## config.mk

```make
export PLATFORM = sky130hd
export DESIGN_NAME = so_buffer_engine
export DESIGN_NICKNAME = d
export VERILOG_FILES = /design/src/so_pkg.sv /design/src/so_buffer_engine.sv
export SDC_FILE = /design/constraint.sdc
export NUM_CORES = 1
export LEC_CHECK = 0
export BUFFER_PORTS_ARGS = -buffer_cell sky130_fd_sc_hd__buf_2
export CORE_UTILIZATION = 33
export DETAILED_ROUTE_END_ITERATION = 12
export GPL_ROUTABILITY_DRIVEN = 0
export SLEW_MARGIN = 25
export SYNTH_ARGS = -nofsm -noshare
export SYNTH_HDL_FRONTEND = slang
export SYNTH_SLANG_ARGS = --single-unit
```

## constraint.sdc

```tcl
create_clock -name clk -period 24.1 [get_ports clk]
set_input_delay 3.615 -clock clk [delete_from_list [all_inputs] [get_ports clk]]
set_output_delay 3.615 -clock clk [all_outputs]
set_load 0.005 [all_outputs]
```

## src/so_pkg.sv

```systemverilog
`default_nettype none

package so_pkg;

  localparam int SO_NUM_STREAMS = 4;
  localparam int SO_STREAM_W    = 2;
  localparam int SO_ADDR_W      = 32;
  localparam int SO_BEAT_W      = 128;
  localparam int SO_BEAT_BYTES  = 16;
  localparam int SO_FIFO_DEPTH  = 8;
  localparam int SO_CNT_W       = 16;

  localparam int SO_AXIL_ADDR_W = 8;
  localparam int SO_AXIL_DATA_W = 32;

  // Register map, one block of four words per stream
  localparam logic [7:0] SO_REG_STRIDE  = 8'd16;
  localparam logic [7:0] SO_REG_BASE    = 8'd0;
  localparam logic [7:0] SO_REG_SIZE    = 8'd4;
  localparam logic [7:0] SO_REG_WRITTEN = 8'd8;
  localparam logic [7:0] SO_REG_DROPPED = 8'd12;
  localparam logic [7:0] SO_REG_CTRL    = 8'h40;

  // One beat, seen as a primitive header or as four attributes
  typedef union packed {
    struct packed {
      logic [SO_BEAT_W-SO_CNT_W-SO_STREAM_W-1:0] rsvd;
      logic [SO_CNT_W-1:0]                       beats;
      logic [SO_STREAM_W-1:0]                    stream;
    } hdr;
    logic [3:0][31:0] attr;
  } so_beat_t;

endpackage

`default_nettype wire
```

## src/so_buffer_engine.sv

```systemverilog
`timescale 1ns/10ps
`default_nettype none

module so_buffer_engine (
  input  wire                             clk,
  input  wire                             rst_n,
  input  wire                             prim_valid,
  input  wire so_pkg::so_beat_t           prim_data,
  input  wire                             prim_first,
  input  wire  [so_pkg::SO_CNT_W-1:0]     prim_beats,
  output logic                            prim_ready,
  input  wire  [so_pkg::SO_ADDR_W-1:0]    buf_base,
  input  wire  [so_pkg::SO_CNT_W-1:0]     buf_size,
  input  wire                             clear,
  output logic                            req_valid,
  output logic [so_pkg::SO_ADDR_W-1:0]    req_addr,
  output logic [so_pkg::SO_BEAT_W-1:0]    req_data,
  input  wire                             req_ready,
  output logic [so_pkg::SO_CNT_W-1:0]     written,
  output logic [so_pkg::SO_CNT_W-1:0]     dropped
);

  logic [so_pkg::SO_ADDR_W-1:0] addr_mem [so_pkg::SO_FIFO_DEPTH];
  so_pkg::so_beat_t             data_mem [so_pkg::SO_FIFO_DEPTH];

  logic [$clog2(so_pkg::SO_FIFO_DEPTH)-1:0] wr_ptr;
  logic [$clog2(so_pkg::SO_FIFO_DEPTH)-1:0] rd_ptr;
  logic [$clog2(so_pkg::SO_FIFO_DEPTH):0]   count;

  logic                         keep_q;
  logic [so_pkg::SO_CNT_W-1:0]  idx_q;
  logic [so_pkg::SO_CNT_W:0]    need;
  logic                         fits;
  logic                         keep;
  logic                         push;
  logic                         pop;
  logic [so_pkg::SO_CNT_W-1:0]  beat_idx;
  logic [so_pkg::SO_ADDR_W-1:0] beat_off;

  // Reservation check, one bit wider so the sum cannot wrap
  assign need = {1'b0, written} + {1'b0, prim_beats};
  assign fits = (need <= {1'b0, buf_size});

  // Keep-or-drop is decided on the first beat and held after it
  assign keep       = prim_first ? fits : keep_q;
  assign prim_ready = keep ? (count != so_pkg::SO_FIFO_DEPTH) : 1'b1;
  assign push       = prim_valid && prim_ready && keep;
  assign pop        = req_valid && req_ready;

  // First beat lands right after what the stream already holds
  assign beat_idx = prim_first ? written : idx_q;
  assign beat_off = beat_idx * so_pkg::SO_BEAT_BYTES;

  assign req_valid = (count != '0);
  assign req_addr  = addr_mem[rd_ptr];
  assign req_data  = data_mem[rd_ptr].attr;

  always_ff @(posedge clk) begin
    if (!rst_n) begin
      keep_q  <= 1'b0;
      idx_q   <= '0;
      wr_ptr  <= '0;
      rd_ptr  <= '0;
      count   <= '0;
      written <= '0;
      dropped <= '0;
    end else begin
      if (prim_valid && prim_ready) begin
        if (prim_first) begin
          keep_q <= fits;
        end
        if (keep) begin
          idx_q <= beat_idx + 1'b1;
        end
      end
      if (push) begin
        wr_ptr <= wr_ptr + 1'b1;
      end
      if (pop) begin
        rd_ptr <= rd_ptr + 1'b1;
      end
      if (push && !pop) begin
        count <= count + 1'b1;
      end else if (!push && pop) begin
        count <= count - 1'b1;
      end
      if (clear) begin
        written <= '0;
        dropped <= '0;
      end else if (prim_valid && prim_first) begin
        if (!fits) begin
          dropped <= dropped + 1'b1;
        end else if (prim_ready) begin
          // Whole primitive is counted at admission
          written <= need[so_pkg::SO_CNT_W-1:0];
        end
      end
    end
  end

  always_ff @(posedge clk) begin
    if (push) begin
      addr_mem[wr_ptr] <= buf_base + beat_off;
      data_mem[wr_ptr] <= prim_data;
    end
  end

endmodule

`default_nettype wire

```

### Word level (Yosys, flattened, before mapping)

Memory sizes are Yosys's and may differ from the RTL's. A register that Yosys moved wholly into a read port is not among the register bits.
Index checks and enable logic that the tools add are counted.
W data, S select, Z words.

* bits in registers: 59
* memories: 2
* bits of input ports: 198
* memory bits (writable): 1280
* output and inout bits: 194
* word-level logic and storage cells: 46

Memory list
* data_mem: depth 8, width 128, read ports 1, clocked after Yosys merged registers in 1, write ports 1, RTL line so_buffer_engine.sv:24 `so_pkg::so_beat_t data_mem [so_pkg::SO_FIFO_DEPTH];`
* addr_mem: depth 8, width 32, read ports 1, clocked after Yosys merged registers in 1, write ports 1, RTL line so_buffer_engine.sv:23 `logic [so_pkg::SO_ADDR_W-1:0] addr_mem [so_pkg::SO_FIFO_DEPTH];`

* mux-type cells: 11
* order comparisons: 1
* bitwise gates (word level): 2
* eq/ne operators: 1
* add/sub/neg operators: 8
* reduce and logical (&&, ||, !) cells: 14

Operator list (count)
* $add A16 B1 Y16 const B: 2
* $add A32 B20 Y32: 1
* $add A16 B16 Y17: 1
* $le A17 B16 Y1: 1
* $mux W16: 1
* $mux W3: 4
* $mux W4: 2
* $add A3 B1 Y3 const B: 2
* $logic_and A1 B1 Y1: 6
* $add A4 B1 Y4 const B: 1
* $mux W1: 4
* $ne A4 B4 Y1 const B: 1
* $reduce_and A2 Y1: 2
* $reduce_bool A4 Y1: 1
* $sub A4 B1 Y4 const B: 1
* $reduce_and A3 Y1: 1
* $logic_not A1 Y1: 2
* $not A1 Y1: 2
* $reduce_bool A2 Y1: 1
* $reduce_or A2 Y1: 1

### Depth between registers and ports, before layout

Gate-level depths: netlist of the first run.

* depth after elaboration: 10
* mapped depth: 26
* depth with buffers taken out: 23

### Worst setup path before layout of the first run

OpenSTA, ideal clock, no wires.

* path kind: input port to flip-flop
* start point: input prim_beats[0] in the netlist's numbering
* end point: memory addr_mem[1][0] in the netlist's numbering (enable)
* required time: 22.971 ns
* path buffers: 1
* arrival time: 22.898 ns
* stages: 16
* setup time: 1.129 ns
* setup slack: 0.074 ns
* cell sequence: ha_1 fa_1 a21oi_1 o2bb2ai_1 a311o_1 nand2_1 xnor2_1 ha_1 a21oi_1 o221ai_1 a21o_1 a31oi_1 nand4_2 a21o_1 buf_2 nor4b_1

* longest elaborated chain between the ends: 8

RTL lines
* start: declaration: RTL line so_buffer_engine.sv:10 `input wire [so_pkg::SO_CNT_W-1:0] prim_beats,`
* $add A16 B16 Y17 *: RTL line so_buffer_engine.sv:41 `assign need = {1'b0, written} + {1'b0, prim_beats};`
* named net need (one bit): RTL line so_buffer_engine.sv:32 `logic [so_pkg::SO_CNT_W:0] need;`
* $le A17 B16 Y1 *: RTL line so_buffer_engine.sv:42 `assign fits = (need <= {1'b0, buf_size});`
* $mux W1 *
* $mux W1: RTL line so_buffer_engine.sv:46 `assign prim_ready = keep ? (count != so_pkg::SO_FIFO_DEPTH) : 1'b1;`
* $logic_and A1 B1 Y1: RTL line so_buffer_engine.sv:47 `assign push = prim_valid && prim_ready && keep;`
* $logic_and A1 B1 Y1 *: RTL line so_buffer_engine.sv:47
* $mux W1 *: RTL line so_buffer_engine.sv:102 `if (push) begin`
* $mux W1 (not written as such) *: RTL line so_buffer_engine.sv:103 `addr_mem[wr_ptr] <= buf_base + beat_off;`
* end: declaration: RTL line so_buffer_engine.sv:23

Mark *: on every way through the listed nets, which the timed path passes. The rest lies on a longest branch.

### Final worst setup path of the first run

* start point: input prim_beats[6] in the netlist's numbering
* end point: output prim_ready

* longest elaborated chain between the ends: 4

RTL lines
* $add A16 B16 Y17: RTL line so_buffer_engine.sv:41
* named net need (one bit): RTL line so_buffer_engine.sv:32
* $le A17 B16 Y1: RTL line so_buffer_engine.sv:42
* $mux W1
* $mux W1: RTL line so_buffer_engine.sv:46
* end: declaration: RTL line so_buffer_engine.sv:11 `output logic prim_ready,`

The timed path passes the listed nets, and every way through them passes these cells.

==> results.toml, run 1 <==
[status]
outcome = "finished clean"

[clock_tree]
hold_buffers = 0
cts_resized = 0
numClockSinks = 1342
htree_levels = 4
ctsLongestPathBuffers = 3
root_buffer = "clkbuf_16"
clock_latency_ps = 780
cts_tree = "yes"
cts_buffers = 145
clkTransAtPathRegs_ps = 50
cts_setup_buffers = 0

[synthesis]
synth_compound_area_share_pct = 1.94
syn_inst = 2519
synth-edff-count = 1280
synth_warnings = 0
yosys.area_share.xor_xnor_pct = 0.972
synthFlopType = "edfxtp_1"
synth_nets = 2775
synth_top_area_share_pct = 72.3
synth_top_family_by_area = "multiplexers"
synth_fa_ha_area_share_pct = 1.41
ys_ff_latch = 1342
avgSynthCellArea_um2 = 21.1
yosys.area.top_type = "edfxtp_1"
yosys.area_share.simple_pct = 2.17
synth_area_um2 = 53100
async_flop_share_pct = 0
synth_area_leaders = "edfxtp_1 (72%), mux4_2 (14%), mux2_2 (3.7%)"
synth.area.mux_share_pct = 17.7
ys_seq_area_share_pct = 74.7
synth.distinct_cells = 64

[route]
ant_nets = 0
remaining_drc_errors = 0
drtPass1Iterations = 5
wl_um = 117000
via_per_inst = 4.93
vias = 25900
wl_per_cell_um = 22.4
drt_iter0_drc = 1741

[timing]
slew_headroom_pct = 31.1
fmax_ghz = 0.0907
setup_tns_ps = 0
hold_viol_final = 0
fin_ws_ps = 13070
post-route-min-period_ps = 11030
fin_skew_ps = 38.7
rsz0062_at_grt = "false"
tightest_slew_ps = 1030
period_share_pct = 45.8
setup_viol = 0
slew_viol_final = 0
timing.hold.ws_ps = 457

[placement]
dpl.hpwl_um = 67700
port_buffers = 391
pre_cts_ws_ps = 13130

[die]
fp.coreArea_um2 = 159000
fp.dieW_um = 403
ios = 392
start_util_pct = 33.4
row_count = 146
dieArea_um2 = 163000
die_y_um = 403

[global_routing]
grt_pass1_wl_um = 174000
antenna_found_initial = 24
grt_max_degree = 106
grt.overflow.total = 0
grt_use_total_pct = 14.4
grt_pass1_vias = 27100

[layout]
area_growth_pct = 17.4
layout.nets = 3247
drive_gt1_share_pct = 37.1
nFillCells = 14300
final_cell_mix = "edfxtp_1 (1280), buf_2 (391), mux4_2 (320), mux2_2 (176), clkbuf_16 (147)"
final_common_cell = "edfxtp_1"

[power_and_ir_drop]
power.leakage_nw = 20.3
powerDensity_nw_per_um2 = 93.6
ir_worst_vdd_v = 0.0000676

[critical_path]
r2r.worst_path.cells = 18
r2r_setup_slack_ps = 17610
rr_startpoint = "written[6]"
r2r_end = "data_mem[7][50]"
cp_max_fo = 7
cp-start-kind = "primary input"
crit_path_start = "prim_beats[6]"
critPathRequiredTime_ps = 20480
worstSetupEndpointType = "output port"
endpoint = "prim_ready"
critical_path_class = "primary input to output port"
arrival_ps = 7410

[job]
cap_violations = 0

[hold_path]
hold_class = "register to register"
-- metrics by stage --
step | utilization, % | cell area, µm² | cells | power [W]
detailed placement | 36.3 | 57800 | 4990 | 0.00379
global placement | 36.3 | 57800 | 4990 | 0.00378
finish | 39.2 | 62400 | 5255 | 0.00584
floorplan | - | 53100 | 2519 | 0.00344
CTS | 39.2 | 62400 | 5250 | 0.00594
global route | 39.2 | 62400 | 5250 | 0.00609
-- layout make-up --
| type | instances | area [µm²] | area share (%) |
|---|---|---|---|
| Sequential cell | 1342 | 39700 | 63.6 |
| Multi-Input combinational cell | 1020 | 12900 | 20.7 |
| Clock buffer | 187 | 3850 | 6.17 |
| Tap cell | 2146 | 2690 | 4.30 |
| Timing Repair Buffer | 440 | 2360 | 3.78 |
| Clock inverter | 73 | 728 | 1.17 |
| Inverter | 42 | 158 | 0.253 |
| Antenna cell | 5 | 12.5 | 0.0201 |
-- critical path: stages --
cell	delay [ps]
buf_2	110
ha_1	390
a211o_1	330
a211o_1	310
nand4_1	130
o21ai_0	160
o31ai_1	260
xnor2_1	210
ha_1	320
nand4_1	100
nor2_1	60
or2_2	280
o211a_1	200
o41a_1	490
or2_2	300
buf_2	140
-- sequential cells by signal, indices dropped and copies added, names as in the netlist, named ones only --
name / flops
rd_ptr: 3
count: 4
addr_mem: 256
data_mem: 1024
dropped: 16
wr_ptr: 3
keep_q: 1
idx_q: 16
written: 16
-- worst min-delay path by stage --
stage / start / end / slack, ps / depth (start not counted)
6_report: idx_q[12] / idx_q[12] / 460 / 2
4_1_cts: idx_q[12] / idx_q[12] / 460 / 2
2_1_floorplan: idx_q[14] / idx_q[14] / 440 / 2
5_1_grt: idx_q[1] / idx_q[1] / 490 / 2
3_5_place_dp: idx_q[12] / idx_q[12] / 460 / 2
3_3_place_gp: idx_q[9] / idx_q[9] / 440 / 2
-- cell families (layout without fill, tap and decap cells) --
family / count (synthesis) / in the layout
buffers and inverters: 157 / 742
AO/OA/AOI/OAI: 164 / 164
multiplexers: 517 / 517
other: 0 / 5
adder cells (fa/ha/maj): 58 / 58
AND/OR/NAND/NOR: 222 / 222
XOR/XNOR: 59 / 59
flip-flops: 1342 / 1342
-- cells in the mapped netlist (2+ instances only) --
cell       number
fa_1            3
a21o_1         18
o211a_1         2
o2bb2ai_1       3
dfxtp_1        62
clkbuf_1       67
buf_1          39
nor2_1         31
mux2_2        176
or4_1          10
nand3_1        36
buf_2           6
nand2b_1        6
a211oi_1        3
nor3_1         13
mux4_2        320
ha_1           55
and3_1         11
a31oi_1         8
buf_6           2
or3_1           4
and2_1          6
a31o_2          2
o31ai_1        10
nor4b_1         3
mux2i_1        21
xnor2_1        40
edfxtp_1     1280
nand3b_1        6
nand2_1        67
or2_2           3
inv_1          42
o21bai_1        4
nor2b_1         4
nand4_1        11
o21ai_0        33
xor2_1         19
a221oi_1        2
o211ai_1        9
a21oi_1        56
a211o_1         3
-- where the power goes --
part | internal (W) | switching, W
sequential | 0.00262 | 0.0000343
clock | 0.00123 | 0.000910
combinational | 0.000548 | 0.000505
total | 0.00439 | 0.00145
-- layer usage --
layer	vias to the layer above	GRT usage [%]	wire length (µm)
li1	11400	-	-
met1	13600	19.0	50700
met2	662	23.3	57000
met3	175	3.71	7300
met4	26	3.85	2360
met5	-	0	171
No activity file was read; power rests on OpenSTA's default activity.
==> run 2: changes to the inputs <==
clock period = 10.5 ns   (was 24.1 ns; I/O delays follow)
==> run 2 against run 1 <==
  * Global-route usage is 0.39 points higher
  * Critical path depth stayed put
  * First-iteration DRC count is 0.34% higher
==> results.toml, run 2 (synthesis gave the netlist of run 1 again) <==
[die]
row_count = 146
fp.dieW_um = 403
fp.coreArea_um2 = 159000
ios = 392
start_util_pct = 33.4
die_y_um = 403
dieArea_um2 = 163000

[job]
cap_violations = 0

[timing]
post-route-min-period_ps = 6870
slew_viol_final = 0
setup_viol = 0
rsz0062_at_grt = "false"
fmax_ghz = 0.146
slew_headroom_pct = 34.3
tightest_slew_ps = 985
period_share_pct = 65.4
fin_skew_ps = 41.3
hold_viol_final = 0

[layout]
drive_gt1_share_pct = 37.2
final_cells = 5248
final_core_util_pct = 39.2
reg.largest.list = "data_mem: 1024 flops, addr_mem: 256 flops"
final_cell_mix = "edfxtp_1 (1280), buf_2 (391), mux4_2 (320), mux2_2 (176), clkbuf_16 (144)"
nFillCells = 14300
layout.nets = 3240
final_common_cell = "edfxtp_1"
top_register = "data_mem"
largest_reg_flops = 1024
area_growth_pct = 17.5

[route]
wl_um = 119000
ant_nets = 0
remaining_drc_errors = 0
vias = 25800
drt_iter0_drc = 1747
drtPass1Iterations = 5
via_per_inst = 4.91
wl_per_cell_um = 22.7

[critical_path]
cp-start-kind = "primary input"
cpMaxStageDelayCell = "o41a_1"
r2r_setup_slack_ps = 4130
r2r.worst_path.cells = 18
rr_startpoint = "written[6]"
critical_path_class = "primary input to output port"
endpoint = "prim_ready"
worstPathCellList = "buf_2, ha_1, a211o_1, a211o_1, nand4_1, o21ai_0, o31ai_1, xnor2_1, ha_1, nand4_1, nor2_1, or2_2, o211a_1, o41a_1, or2_2, buf_2"
arrival_ps = 5290
r2r_end = "data_mem[7][26]"
worstSetupEndpointType = "output port"
cp_max_fo = 7
crit_path_start = "prim_beats[6]"
critPathRequiredTime_ps = 8930
cpPeakStageDelay_ps = 480

[clock_tree]
hold_buffers = 0
htree_levels = 4
root_buffer = "clkbuf_16"
cts_buffers = 142
cts_setup_buffers = 0
clock_latency_ps = 770
clkTransAtPathRegs_ps = 60
ctsLongestPathBuffers = 3
cts_tree = "yes"
cts_resized = 0
numClockSinks = 1342

[global_routing]
antenna_found_initial = 31
grt_pass1_wl_um = 178000
grt_use_total_pct = 14.7
grt_pass1_vias = 27100
grt_max_degree = 144
grt.overflow.total = 0

[hold_path]
hold_start = "idx_q[1]"
hold_class = "register to register"

[power_and_ir_drop]
power.leakage_nw = 20.3
powerDensity_nw_per_um2 = 214
ir_worst_vdd_v = 0.000159
finalPower_w = 0.0133

[placement]
dpl.hpwl_um = 69600
dp_cells = 4983
port_buffers = 391

[status]
outcome = "finished clean"
-- run 2: cell types whose count changed in the layout (fill, tap and decap cells not counted), moves of 6 or more --
cell	change
buf_12	+11
clkbuf_1	-6
buf_4	-16
diode_2	+9
clkinv_2	+6
inv_16	-6
-- run 2: metal layers --
metal / track usage [%] / routed length, µm
met3: 3.64 / 7260
met1: 20.2 / 52800
met4: 3.68 / 2290
met5: 0 / 129
met2: 23.5 / 56700
-- run 2: layout make-up --
| type | count | area (µm²) | share of cell area (%) |
|---|---|---|---|
| diodes | 14 | 35.0 | 0.0561 |
| clock buffers | 178 | 3750 | 6.01 |
| clock inverters | 70 | 641 | 1.03 |
| inverters | 42 | 158 | 0.252 |
| multi-input cells | 1020 | 13000 | 20.8 |
| flip-flops and latches | 1342 | 39700 | 63.6 |
| well taps | 2146 | 2690 | 4.30 |
| repair buffers | 436 | 2520 | 4.03 |
-- run 2: worst min path at each step --
| stage | to | depth (start not counted) | slack, ps |
|---|---|---|---|
| floorplan | idx_q[14] | 2 | 440 |
| global placement | idx_q[9] | 2 | 440 |
| detailed placement | idx_q[13] | 2 | 450 |
| CTS | idx_q[13] | 2 | 460 |
| global route | idx_q[9] | 2 | 490 |
| finish | idx_q[1] | 2 | 460 |
-- run 2: worst max-delay path, delay by kind of cell --
family          cells  cell delay, ps
compound gates      6            1730
simple gates        5             850
fa+ha+maj           2             690
buf+inv             2             240
xor+xnor            1             210
-- run 2: through the flow --
| stage | hold WS, ps | area [µm²] | worst slack [ps] | setup TNS [ps] |
|---|---|---|---|---|
| finish | 460 | 62400 | 3630 | 0 |
| global route | 492 | 62400 | 3260 | 0 |
| CTS | 463 | 62300 | 3620 | 0 |
| detailed placement | 452 | 57900 | 2860 | 0 |
| global placement | 444 | 57900 | 2920 | 0 |
| floorplan | 436 | 53200 | -3610 | -1686650 |
-- run 2: power breakdown --
group / switching [W] / internal [W]
Sequential: 0.0000731 / 0.00601
Combinational: 0.00122 / 0.00129
Clock: 0.00203 / 0.00271
